File: src/logic/core_pkg.sv
// core sizes, alpha operate encodings, alu op codes, instruction word views
package core_pkg;

	// ====================
	// sizes
	localparam int XLEN       = 64;
	localparam int NUM_AREG   = 32;
	localparam int AREG_IDX_W = 5;
	localparam int NUM_PREG   = 64;
	localparam int PREG_IDX_W = 6;
	localparam logic [AREG_IDX_W-1:0] ZERO_REG = 5'd31; // r31, pinned to preg 0
	localparam int ROB_DEPTH  = 16;
	localparam int ROB_IDX_W  = 4;
	localparam int IQ_DEPTH   = 8;
	localparam int IQ_IDX_W   = 3;
	localparam int DQ_DEPTH   = 4; // = credits held by the source after reset
	localparam int DQ_IDX_W   = 2;

	// ====================
	// alpha major opcodes and function codes
	localparam logic [5:0] OPC_INTA  = 6'h10; // add, sub, compares
	localparam logic [5:0] OPC_INTL  = 6'h11; // logic
	localparam logic [5:0] OPC_INTS  = 6'h12; // shifts
	localparam logic [6:0] FN_ADDQ   = 7'h20;
	localparam logic [6:0] FN_SUBQ   = 7'h29;
	localparam logic [6:0] FN_CMPEQ  = 7'h2d;
	localparam logic [6:0] FN_CMPULT = 7'h1d;
	localparam logic [6:0] FN_AND    = 7'h00;
	localparam logic [6:0] FN_BIS    = 7'h20;
	localparam logic [6:0] FN_XOR    = 7'h40;
	localparam logic [6:0] FN_SLL    = 7'h39;
	localparam logic [6:0] FN_SRL    = 7'h34;

	// ====================
	// internal alu ops
	localparam int ALU_OP_W = 4;
	localparam logic [ALU_OP_W-1:0] ALU_NOP    = 4'd0; // illegal words, result 0
	localparam logic [ALU_OP_W-1:0] ALU_ADD    = 4'd1;
	localparam logic [ALU_OP_W-1:0] ALU_SUB    = 4'd2;
	localparam logic [ALU_OP_W-1:0] ALU_CMPEQ  = 4'd3;
	localparam logic [ALU_OP_W-1:0] ALU_CMPULT = 4'd4;
	localparam logic [ALU_OP_W-1:0] ALU_AND    = 4'd5;
	localparam logic [ALU_OP_W-1:0] ALU_BIS    = 4'd6;
	localparam logic [ALU_OP_W-1:0] ALU_XOR    = 4'd7;
	localparam logic [ALU_OP_W-1:0] ALU_SLL    = 4'd8;
	localparam logic [ALU_OP_W-1:0] ALU_SRL    = 4'd9;

	// operate word, bit 12 picks which view holds operand b
	typedef union packed {
		struct packed {
			logic [5:0] opcode;
			logic [4:0] ra;
			logic [4:0] rb;
			logic [2:0] sbz;    // unused in register form
			logic       is_lit;
			logic [6:0] func;
			logic [4:0] rc;
		} r;
		struct packed {
			logic [5:0] opcode;
			logic [4:0] ra;
			logic [7:0] lit;    // zero extended by the alu
			logic       is_lit;
			logic [6:0] func;
			logic [4:0] rc;
		} l;
	} inst_u;

endpackage

File: src/logic/inst_decode.sv
// credited decode queue and the operate decoder
`timescale 1ns/1ps

module inst_decode import core_pkg::*; (
	input  logic                  clk,
	input  logic                  rst_n_i,
	input  logic                  inst_valid_i,
	input  inst_u                 inst_i,
	input  logic                  dispatch_en_i,
	output logic                  dec_valid_o,
	output logic [AREG_IDX_W-1:0] dec_ra_o,
	output logic [AREG_IDX_W-1:0] dec_rb_o,
	output logic [AREG_IDX_W-1:0] dec_rc_o,
	output logic [ALU_OP_W-1:0]   dec_alu_op_o,
	output logic                  dec_use_lit_o,
	output logic [7:0]            dec_lit_o,
	output logic                  dec_illegal_o,
	output logic                  credit_o
);

	inst_u               dq_mem [DQ_DEPTH];
	logic [DQ_IDX_W-1:0] wr_ptr;
	logic [DQ_IDX_W-1:0] rd_ptr;
	logic [DQ_IDX_W:0]   count;
	inst_u               head;
	logic [ALU_OP_W-1:0] op;

	// ====================
	// queue, the source never sends without a credit
	always_ff @(posedge clk) begin
		if (inst_valid_i) begin
			dq_mem[wr_ptr] <= inst_i;
		end
	end

	always_ff @(posedge clk or negedge rst_n_i) begin
		if (!rst_n_i) begin
			wr_ptr <= '0;
			rd_ptr <= '0;
			count  <= '0;
		end else begin
			if (inst_valid_i) wr_ptr <= wr_ptr + 1'b1;
			if (dispatch_en_i) rd_ptr <= rd_ptr + 1'b1;
			count <= count + {{DQ_IDX_W{1'b0}}, inst_valid_i}
				- {{DQ_IDX_W{1'b0}}, dispatch_en_i};
		end
	end

	assign head        = dq_mem[rd_ptr];
	assign dec_valid_o = (count != '0);
	assign credit_o    = dispatch_en_i; // one credit back per pop

	// ====================
	// decode head word
	always_comb begin
		op = ALU_NOP;
		case (head.r.opcode)
			OPC_INTA: case (head.r.func)
				FN_ADDQ:   op = ALU_ADD;
				FN_SUBQ:   op = ALU_SUB;
				FN_CMPEQ:  op = ALU_CMPEQ;
				FN_CMPULT: op = ALU_CMPULT;
				default:   op = ALU_NOP;
			endcase
			OPC_INTL: case (head.r.func)
				FN_AND:  op = ALU_AND;
				FN_BIS:  op = ALU_BIS;
				FN_XOR:  op = ALU_XOR;
				default: op = ALU_NOP;
			endcase
			OPC_INTS: case (head.r.func)
				FN_SLL:  op = ALU_SLL;
				FN_SRL:  op = ALU_SRL;
				default: op = ALU_NOP;
			endcase
			default: op = ALU_NOP; // unknown opcode
		endcase
	end

	assign dec_illegal_o = (op == ALU_NOP);
	assign dec_alu_op_o  = op;
	assign dec_use_lit_o = head.r.is_lit;
	assign dec_lit_o     = head.l.lit;
	// illegal words read and write r31 only, so they issue at once and touch nothing
	assign dec_ra_o = dec_illegal_o ? ZERO_REG : head.r.ra;
	assign dec_rb_o = (dec_illegal_o || head.r.is_lit) ? ZERO_REG : head.r.rb;
	assign dec_rc_o = dec_illegal_o ? ZERO_REG : head.r.rc;

endmodule

File: config.mk
export PLATFORM = sky130hd
export DESIGN_NAME = inst_decode
export DESIGN_NICKNAME = d
export VERILOG_FILES = /design/src/logic/core_pkg.sv /design/src/logic/inst_decode.sv
export SDC_FILE = /design/constraint.sdc
export NUM_CORES = 1
export LEC_CHECK = 0
export ABC_AREA = 1
export BUFFER_PORTS_ARGS = -buffer_cell sky130_fd_sc_hd__buf_2
export CELL_PAD_IN_SITES_DETAIL_PLACEMENT = 1
export CELL_PAD_IN_SITES_GLOBAL_PLACEMENT = 1
export CORE_ASPECT_RATIO = 0.75
export CORE_MARGIN = 2
export CORE_UTILIZATION = 45
export DETAILED_ROUTE_END_ITERATION = 6
export PLACE_DENSITY_LB_ADDON = 0.1
export SYNTH_ARGS = -nofsm -noshare
export SYNTH_HDL_FRONTEND = slang
export SYNTH_SLANG_ARGS = --single-unit
File: constraint.sdc
create_clock -name clk -period 3.24 [get_ports clk]
set_clock_uncertainty 0.2 [all_clocks]
set_input_delay 0.324 -clock clk [delete_from_list [all_inputs] [get_ports clk]]
set_output_delay 0.324 -clock clk [all_outputs]
set_load 0.01 [all_outputs]
==> results of run 1 <==
==> cells by family (layout without fill, tap and decap cells) <==
family                     count (synthesis)  after routing
and+or+nand+nor                          212            212
adders and majority gates                  7              7
buffers and inverters                     52            181
AOI/OAI and AO/OA                         54             54
xor gates and xnor gates                   5              5
DFF                                      135            135
==> final cells by class <==
type                       count  area share
tap                          166     0.02840
timing repair buffer         119      0.1172
clock buffer                  17     0.05817
timing repair inverter         1    0.002224
inverter                      29     0.01694
multi-input combinational    278      0.2009
sequential                   135      0.5500
clock inverter                15     0.02618
==> state kept, by name, indices dropped and copies added, names as in the netlist <==
register / flops
count: 3
dq_mem: 128
rd_ptr: 2
wr_ptr: 2
==> per-stage QoR <==
stage	util	area, um2	hold WS [ns]	setup WS [ns]	setup TNS (ns)
final	0.5901	7313	0.08566	0.1244	0
after global routing	0.5901	7313	0.09654	-0.02047	-0.07314
after CTS	0.5804	7193	0.05529	0.05663	0
after detailed placement	0.5002	6198	-0.02400	0.3542	0
after global placement	0.5002	6198	-0.02864	0.4451	0
after floorplan	-	5752	-0.1716	0.9981	0
==> placed cells by master, fill, tap and decap left out, drive strengths merged <==
master and count:
fa 1, clkinv 8, nor2 25, inv 33, nand3b 5, edfxtp 128, nand2 152, bufinv 3
dfrtp 7, clkinvlp 1, ha 6, a32oi 6, clkbuf 18, nand4 2, buf 83, a21oi 28
xor2 3, o22ai 3, nand3 28, dlygate4sd3 35, o21ai 17, xnor2 2
==> metal layers <==
layer	routed length, um	share of wire
met1	6317	0.46
met2	6550	0.48
met4	169	0.012
met5	0	0
met3	622	0.046
==> worst max-delay path: cells and delay by family (launching register included) <==
family                 cells  cell delay [ns]
buffers and inverters      5             0.69
DFF                        1             0.56
AOI/OAI and AO/OA          1             0.08
and+or+nand+nor           10             0.83
==> what timing repair did <==
action,4_1_cts,5_1_grt
gates cloned,0,2
pin swaps,1,5
setup buffers,1,6
setup endpoints to repair,16,16
gates resized for setup,3,14
endpoints found under the hold margin,137,0
hold buffers,35,0
==> power by group through the flow <==
stage / Clock (mW) / Sequential (mW) / Combinational, mW
2_1_floorplan: 0 / 2.41 / 1.53
3_3_place_gp: 0 / 2.45 / 1.96
3_5_place_dp: 0 / 2.47 / 2.02
4_1_cts: 2.04 / 2.45 / 2.09
5_1_grt: 2.11 / 2.46 / 2.46
6_report: 2.00 / 2.43 / 2.19
==> worst paths after layout <==
path / start / to / cells past startpoint
setup / recovery: rd_ptr[0] / dec_rc_o[3] / 16
hold / removal: rst_n_i / wr_ptr[0] / 2
setup reg to reg: wr_ptr[1] / dq_mem[1][17] / 5
hold reg to reg: wr_ptr[0] / wr_ptr[0] / 1
max in group asynchronous: rst_n_i / rd_ptr[0] / 2
min in group clk: wr_ptr[0] / wr_ptr[0] / 1
==> flow_metrics.env, run 1 <==
export IMPL_worstPathMaxFanout=16
export IMPL_layout_drive_gt1_share=0.2862
export IMPL_vias_per_cell=5.032
export IMPL_ant_nets=0
export IMPL_ys_types=32
export IMPL_numCtsBuffers=17
export IMPL_port_buffers=66
export IMPL_start_util=0.4641
export IMPL_pwr_share_clk=0.303
export IMPL_crit_arrival_ns=2.59
export IMPL_htree_levels=4
export IMPL_core_area_um2=12390
export IMPL_ir_worst_vdd_mv=0.5326
export IMPL_diodes=0
export IMPL_slowest_stage="dfrtp_4"
export IMPL_first_iter_violations=168
export IMPL_yosys_warnings=0
export IMPL_grt_pass1_vias=4033
export IMPL_nets=624
export IMPL_top_usage_layer="met2"
export IMPL_place_congestion=0.7685
export IMPL_synth_top_area_frac=0.6683
export IMPL_cell_internal_pwr_mw=4.230
export IMPL_die_area_um2=13710
export IMPL_insertion_delay_ns=0.42
export IMPL_synth_largest_area_cell="edfxtp_1"
export IMPL_clock_tree_buffer_depth=2
export IMPL_multi_input_area_um2=1469
export IMPL_min_period_ns=3.116
export IMPL_p_per_area_nw_per_um2=906.1
export IMPL_critPathLaunchType="flip-flop"
export IMPL_dp_cells=684
export IMPL_p_leak_nw=2.887
export IMPL_synth_compound_area_frac=0.05417
export IMPL_area_growth_pct=27.15
export IMPL_synth_edf_count=128
export IMPL_clkTransAtPathRegs_ns=0.07
export IMPL_seq_area_frac_synth=0.6987
export IMPL_synth_xor_area_frac=0.007614
export IMPL_r2r_setup_slack_ns=1.26
export IMPL_synth_async_reset_ratio=0.05185
export IMPL_synthFlopType="edfxtp_1"
export IMPL_setup_violations=0
export IMPL_ys_top_cells_by_area="edfxtp_1, nand2_1, dfrtp_1, a21oi_1, nand2_2"
export IMPL_crit_path_max_incr_delay_ns=0.56
export IMPL_die_h_um=101.9
export IMPL_synth_top_family_by_area="simple AND/OR/NAND/NOR gates"
export IMPL_combPwrFrac=0.330
export IMPL_n_fill_cell=1266
export IMPL_hpwl_um=7910
export IMPL_swShare=0.3617
export IMPL_synth_seq_cells=135
export IMPL_grt_use_met3=0.04563
export IMPL_max_freq_mhz=321.0
export IMPL_first_pass_iters=4
export IMPL_period_share=0.9616
export IMPL_ios=67
export IMPL_grt_max_degree=33
export IMPL_yosysMostFrequentCell="nand2_1"
export IMPL_root_buffer="clkbuf_16"
export IMPL_grt_usage=0.2105
export IMPL_netlist_area_um2=5752
export IMPL_grtUsageMet1=0.2784
export IMPL_syn_nets=508
export IMPL_grt_overflow=0
export IMPL_crit_type="reg -> out"
export IMPL_route_detailed_drc=0
export IMPL_die_x_um=134.5
export IMPL_drv_cap=0
export IMPL_grt_use_met2=0.3465
export IMPL_regArea_um2=4023
export IMPL_p_sw_mw=2.397
export IMPL_crit_chain="buf_4, clkinv_8, nand2_1, nand3_2, nand2_4, nand2_1, inv_1, nand2_2, nand2_2, nand2_1, nand2_2, nor2_4, nand3_4, clkbuf_16, o21ai_2, buf_2"
export IMPL_relSlewSlack=0.6471
export IMPL_muxShareOfSynthArea=0
export IMPL_synthAdderAreaFrac=0.01653
export IMPL_required_ns=2.72
export IMPL_power_mw=6.627
export IMPL_final_max_slew_viol_count=0
export IMPL_synth_cells=465
export IMPL_synthSimpleGateAreaFrac=0.1740
export IMPL_clock_sinks=135
export IMPL_routed_wirelength_um=13660
export IMPL_rows=35
export IMPL_outcome="finished clean"
export IMPL_hold_violations=0
export IMPL_cts_tree="built"
export IMPL_syn_avg_cell_area_um2=12.37
export IMPL_post_drt_wl_per_cell_um=17.97
export IMPL_worstMarginPinSlew_ns=0.5294
export IMPL_antenna_found_initial=0
export IMPL_fin_cells=760
export IMPL_hp_class="in -> async"
export IMPL_worstSetupEndpointType="primary output"
export IMPL_num_vias=3824
export IMPL_yosys_top_cells_count="nand2_1, edfxtp_1, a21oi_1"
export IMPL_grt_pass1_wl_um=21380
export IMPL_p_seq_frac=0.367
Power figures use the tool's default switching activity.
==> run 2: changes to the inputs <==
--- a/config.mk
+++ b/config.mk
@@ -14,6 +14,7 @@
 export CORE_UTILIZATION = 45
 export DETAILED_ROUTE_END_ITERATION = 6
 export PLACE_DENSITY_LB_ADDON = 0.1
+export REMOVE_ABC_BUFFERS = 1
 export SYNTH_ARGS = -nofsm -noshare
 export SYNTH_HDL_FRONTEND = slang
 export SYNTH_SLANG_ARGS = --single-unit
==> flow_metrics.env, run 2 (same netlist as run 1, synthesis figures left out) <==
export IMPL_outcome="finished clean"
export IMPL_final_max_slew_viol_count=0
export IMPL_die_h_um=101.9
export IMPL_relSlewSlack=0.5633
export IMPL_crit_type="reg -> out"
export IMPL_nets=630
export IMPL_start_util=0.4641
export IMPL_period_share=0.9707
export IMPL_largest_reg_flops=128
export IMPL_hold_violations=0
export IMPL_fin_cells=765
export IMPL_top_regs="dq_mem: 128 flops, count: 3 flops"
export IMPL_first_pass_iters=5
export IMPL_p_per_area_nw_per_um2=912.4
export IMPL_routed_wirelength_um=14200
export IMPL_clkTransAtPathRegs_ns=0.06
export IMPL_drv_cap=0
export IMPL_critPathLaunchType="flip-flop"
export IMPL_clock_sinks=135
export IMPL_rows=35
export IMPL_ir_worst_vdd_mv=0.4262
export IMPL_grt_overflow=0
export IMPL_vias_per_cell=5.094
export IMPL_post_route_util=0.6039
export IMPL_grt_usage=0.2095
export IMPL_post_drt_wl_per_cell_um=18.56
export IMPL_first_iter_violations=236
export IMPL_num_vias=3897
export IMPL_ant_nets=0
export IMPL_place_congestion=0.7550
export IMPL_diodes=0
export IMPL_die_x_um=134.5
export IMPL_area_growth_pct=30.13
export IMPL_htree_levels=4
export IMPL_core_area_um2=12390
export IMPL_port_buffers=66
export IMPL_die_area_um2=13710
export IMPL_p_leak_nw=2.965
export IMPL_layout_common_cells="edfxtp_1, nand2_1, buf_2"
export IMPL_min_period_ns=3.145
export IMPL_worstSetupEndpointType="primary output"
export IMPL_regArea_um2=4023
export IMPL_tns_ns=0
export IMPL_multi_input_area_um2=1544
export IMPL_hp_class="in -> reg"
export IMPL_insertion_delay_ns=0.40
export IMPL_final_common_cell="edfxtp_1"
export IMPL_ios=67
export IMPL_grt_pass1_vias=4114
export IMPL_grt_pass1_wl_um=21200
export IMPL_worstMarginPinSlew_ns=0.6543
export IMPL_numCtsBuffers=17
export IMPL_root_buffer="clkbuf_16"
export IMPL_max_freq_mhz=318.0
export IMPL_layout_drive_gt1_share=0.3122
export IMPL_setup_violations=0
export IMPL_grt_max_degree=33
export IMPL_regMostFlops="dq_mem"
export IMPL_n_fill_cell=1234
export IMPL_clock_tree_buffer_depth=2
export IMPL_route_detailed_drc=0
export IMPL_worstPathMaxFanout=5
export IMPL_required_ns=2.72
export IMPL_dp_cells=684
export IMPL_hpwl_um=7947
export IMPL_crit_arrival_ns=2.62
export IMPL_antenna_found_initial=0
export IMPL_cts_tree="built"
==> run 2: repair_timing <==
item | CTS | global route
hold endpoints to repair | 136 | 0
buffers inserted | 4 | 7
endpoints found under the setup margin | 16 | 16
hold buffers | 34 | 0
gates resized for setup | 3 | 32
pin swaps | 1 | 18
cloned | 0 | 5
==> run 2: stage by stage <==
step           total power, mW  worst slack, ns  instance area (um2)  hold slack [ns]
6_report                 6.829          0.09508                 7485          0.02295
5_1_grt                  7.205         -0.03274                 7485          0.02145
4_1_cts                  6.535          0.04777                 7209         0.001606
3_5_place_dp             4.476           0.2322                 6211         -0.01442
3_3_place_gp             4.397           0.3274                 6211         -0.01656
2_1_floorplan            3.766         -0.07721                 5584          -0.1716
==> run 2: critical path: stages, from the launching register on <==
cell       delay [ns]
dfrtp_4          0.50
buf_12           0.16
clkbuf_16        0.15
nand2_2          0.06
nand3_2          0.10
nand2_4          0.12
nor2_1           0.06
a21oi_1          0.19
nor2_2           0.08
nor2_4           0.21
nand3_4          0.19
buf_12           0.19
nand3_1          0.06
buf_2            0.13
==> run 2: layer usage <==
metal / part of all wire / GRT usage / vias up
met3: 0.036 / 0.04663 / 9
met4: 0.0088 / 0.08259 / 0
li1: - / - / 1850
met2: 0.50 / 0.3662 / 83
met5: 0 / 0 / -
met1: 0.45 / 0.2573 / 1955
==> run 2: final timing paths <==
check                                    end    startpoint  depth (start not counted)  slack, ns
worst max-delay path             dec_rb_o[0]     rd_ptr[0]                         13        0.1
worst min-delay path               wr_ptr[0]  inst_valid_i                          2       0.02
worst max register to register  dq_mem[2][9]     wr_ptr[0]                          5       1.22
worst min register to register     wr_ptr[0]     wr_ptr[0]                          1       0.35
max in group asynchronous          rd_ptr[0]       rst_n_i                          2       2.53
min in group asynchronous          rd_ptr[1]       rst_n_i                          2       0.11
==> run 2: layout make-up <==
type	instances	area share
sequential	135	0.5374
multi-input combinational	279	0.2063
timing repair buffer	123	0.1282
clock buffer	17	0.05684
tap	166	0.02775
clock inverter	14	0.02357
inverter	29	0.01622
timing repair inverter	2	0.003678
==> run 2: report_power, final <==
| group | internal, mW | switching, mW |
|---|---|---|
| clock network | 1.21 | 0.732 |
| registers | 2.30 | 0.113 |
| logic | 0.851 | 1.62 |
| total | 4.36 | 2.46 |
==> run 3: changes to the inputs <==
--- a/config.mk
+++ b/config.mk
@@ -7,13 +7,11 @@
 export LEC_CHECK = 0
 export ABC_AREA = 1
 export BUFFER_PORTS_ARGS = -buffer_cell sky130_fd_sc_hd__buf_2
-export CELL_PAD_IN_SITES_DETAIL_PLACEMENT = 1
-export CELL_PAD_IN_SITES_GLOBAL_PLACEMENT = 1
 export CORE_ASPECT_RATIO = 0.75
 export CORE_MARGIN = 2
 export CORE_UTILIZATION = 45
+export CTS_BUF_LIST = sky130_fd_sc_hd__clkbuf_8
 export DETAILED_ROUTE_END_ITERATION = 6
-export PLACE_DENSITY_LB_ADDON = 0.1
 export REMOVE_ABC_BUFFERS = 1
 export SYNTH_ARGS = -nofsm -noshare
 export SYNTH_HDL_FRONTEND = slang
==> flow_metrics.env, run 3 (same netlist as run 1, synthesis figures left out) <==
export IMPL_grt_overflow=0
export IMPL_vias_per_cell=4.834
export IMPL_crit_path_max_incr_delay_ns=0.53
export IMPL_placed_area_um2=6198
export IMPL_setup_violations=0
export IMPL_layout_common_cells="edfxtp_1, nand2_1, buf_2"
export IMPL_first_iter_violations=233
export IMPL_multi_input_area_um2=1583
export IMPL_clkTransAtPathRegs_ns=0.08
export IMPL_worstPathMaxFanout=11
export IMPL_layout_drive_gt1_share=0.3245
export IMPL_slowest_stage="dfrtp_4"
export IMPL_nets=631
export IMPL_rows=35
export IMPL_period_share=0.9663
export IMPL_cts_tree="built"
export IMPL_die_h_um=101.9
export IMPL_first_pass_iters=4
export IMPL_pwr_share_clk=0.212
export IMPL_drv_cap=0
export IMPL_grt_pass1_wl_um=18910
export IMPL_relSlewSlack=0.6554
export IMPL_fin_cells=767
export IMPL_combPwrFrac=0.388
export IMPL_crit_chain="buf_6, buf_12, nand2_2, nand3_2, nand2_4, nand2_4, nor2_4, nand2_2, nand2_2, nand2_2, nand2_2, nor2_4, nand3_4, buf_12, nand3_1, buf_2"
export IMPL_grt_usage=0.1851
export IMPL_p_leak_nw=2.834
export IMPL_worstMarginPinSlew_ns=0.5170
export IMPL_grt_pass1_vias=3741
export IMPL_crit_type="reg -> out"
export IMPL_final_common_cell="edfxtp_1"
export IMPL_diodes=0
export IMPL_critPathLaunchType="flip-flop"
export IMPL_hpwl_um=6772
export IMPL_clock_sinks=135
export IMPL_min_period_ns=3.131
export IMPL_insertion_delay_ns=0.43
export IMPL_worstSetupEndpointType="primary output"
export IMPL_p_sw_mw=2.310
export IMPL_area_growth_pct=25.95
export IMPL_grt_max_degree=33
export IMPL_crit_family="simple AND/OR/NAND/NOR gates"
export IMPL_htree_levels=4
export IMPL_cell_internal_pwr_mw=3.703
export IMPL_regMostFlops="dq_mem"
export IMPL_largest_reg_flops=128
export IMPL_swShare=0.3841
export IMPL_cpMostUsedCell="nand2_2"
export IMPL_place_congestion=0.8521
export IMPL_ir_worst_vdd_mv=0.4170
export IMPL_core_area_um2=12390
export IMPL_route_detailed_drc=0
export IMPL_routed_wirelength_um=11860
export IMPL_numCtsBuffers=17
export IMPL_p_seq_frac=0.400
export IMPL_clock_tree_buffer_depth=2
export IMPL_ios=67
export IMPL_antenna_found_initial=0
export IMPL_die_x_um=134.5
export IMPL_hold_ws_ns=0.05319
export IMPL_dp_cells=684
export IMPL_hp_class="in -> async"
export IMPL_crit_arrival_ns=2.61
export IMPL_final_max_slew_viol_count=0
export IMPL_worst_path_buf_inv=4
export IMPL_root_buffer="clkbuf_8"
export IMPL_hold_violations=0
export IMPL_outcome="finished clean"
export IMPL_regArea_um2=4023
export IMPL_stdcell_area_um2=7244
export IMPL_post_drt_wl_per_cell_um=15.47
export IMPL_top_regs="dq_mem: 128 flops, count: 3 flops"
export IMPL_max_freq_mhz=319.4
export IMPL_n_fill_cell=1041
export IMPL_port_buffers=66
export IMPL_num_vias=3708
export IMPL_die_area_um2=13710
export IMPL_start_util=0.4641
export IMPL_ant_nets=0
export IMPL_p_per_area_nw_per_um2=829.9
export IMPL_required_ns=2.72
==> run 3: per-layer routing <==
| layer | vias up | global-route usage | routed length [um] |
|---|---|---|---|
| met4 | 0 | 0.04858 | 27 |
| met3 | 2 | 0.05357 | 596 |
| li1 | 1851 | - | - |
| met2 | 83 | 0.3002 | 5641 |
| met1 | 1772 | 0.2489 | 5598 |
| met5 | - | 0 | 0 |
==> run 3: timing repair <==
| item | CTS | global route |
|---|---|---|
| buffers inserted | 4 | 10 |
| endpoints found under the hold margin | 140 | 0 |
| cloned | 1 | 1 |
| endpoints found under the setup margin | 16 | 16 |
| hold buffers | 35 | 0 |
| gates resized for setup | 2 | 50 |
| pin swaps | 1 | 20 |
==> run 3: power by group through the flow <==
stage	combinational, mW	sequential [mW]	clock [mW]
after floorplan	1.25	2.51	0
after global placement	1.90	2.46	0
after detailed placement	1.94	2.47	0
after CTS	2.03	2.42	1.31
after global routing	2.62	2.44	1.39
final	2.33	2.41	1.27
==> run 3: path summary, 6_finish.rpt <==
kind	slack, ns	startpoint	depth (start not counted)	endpoint
max	0.11	rd_ptr[0]	16	dec_rb_o[3]
min	0.05	rst_n_i	2	count[1]
max reg2reg	1.38	wr_ptr[0]	4	dq_mem[3][22]
min reg2reg	0.34	wr_ptr[0]	1	wr_ptr[0]
max in group asynchronous	2.59	rst_n_i	2	rd_ptr[0]
min in group clk	0.34	wr_ptr[0]	1	wr_ptr[0]
==> run 3: per-stage QoR <==
stage               setup WS, ns  setup TNS [ns]    util  power, mW
finish                    0.1091               0  0.5846      6.012
global route            -0.02717         -0.1431  0.5846      6.447
CTS                      0.04982               0  0.5632      5.757
detailed placement        0.2136               0  0.5002      4.401
global placement          0.3194               0  0.5002      4.365
floorplan               -0.07721         -0.6755       -      3.766
==> run 3: cell type report <==
type,count,share of cell area
clock buffers,17,0.03230
repair buffers,125,0.1266
flip-flops and latches,135,0.5553
clock inverters,15,0.01796
repair inverters,2,0.003800
multi-input cells,278,0.2185
well taps,166,0.02867
inverters,29,0.01693
==> run 3: worst reg2reg max path, stage by stage (launching register included) <==
cell and delay, ns:
dfrtp_1 0.42, ha_1 0.16, nand2_1 0.04, inv_1 0.23
buf_4 0.45
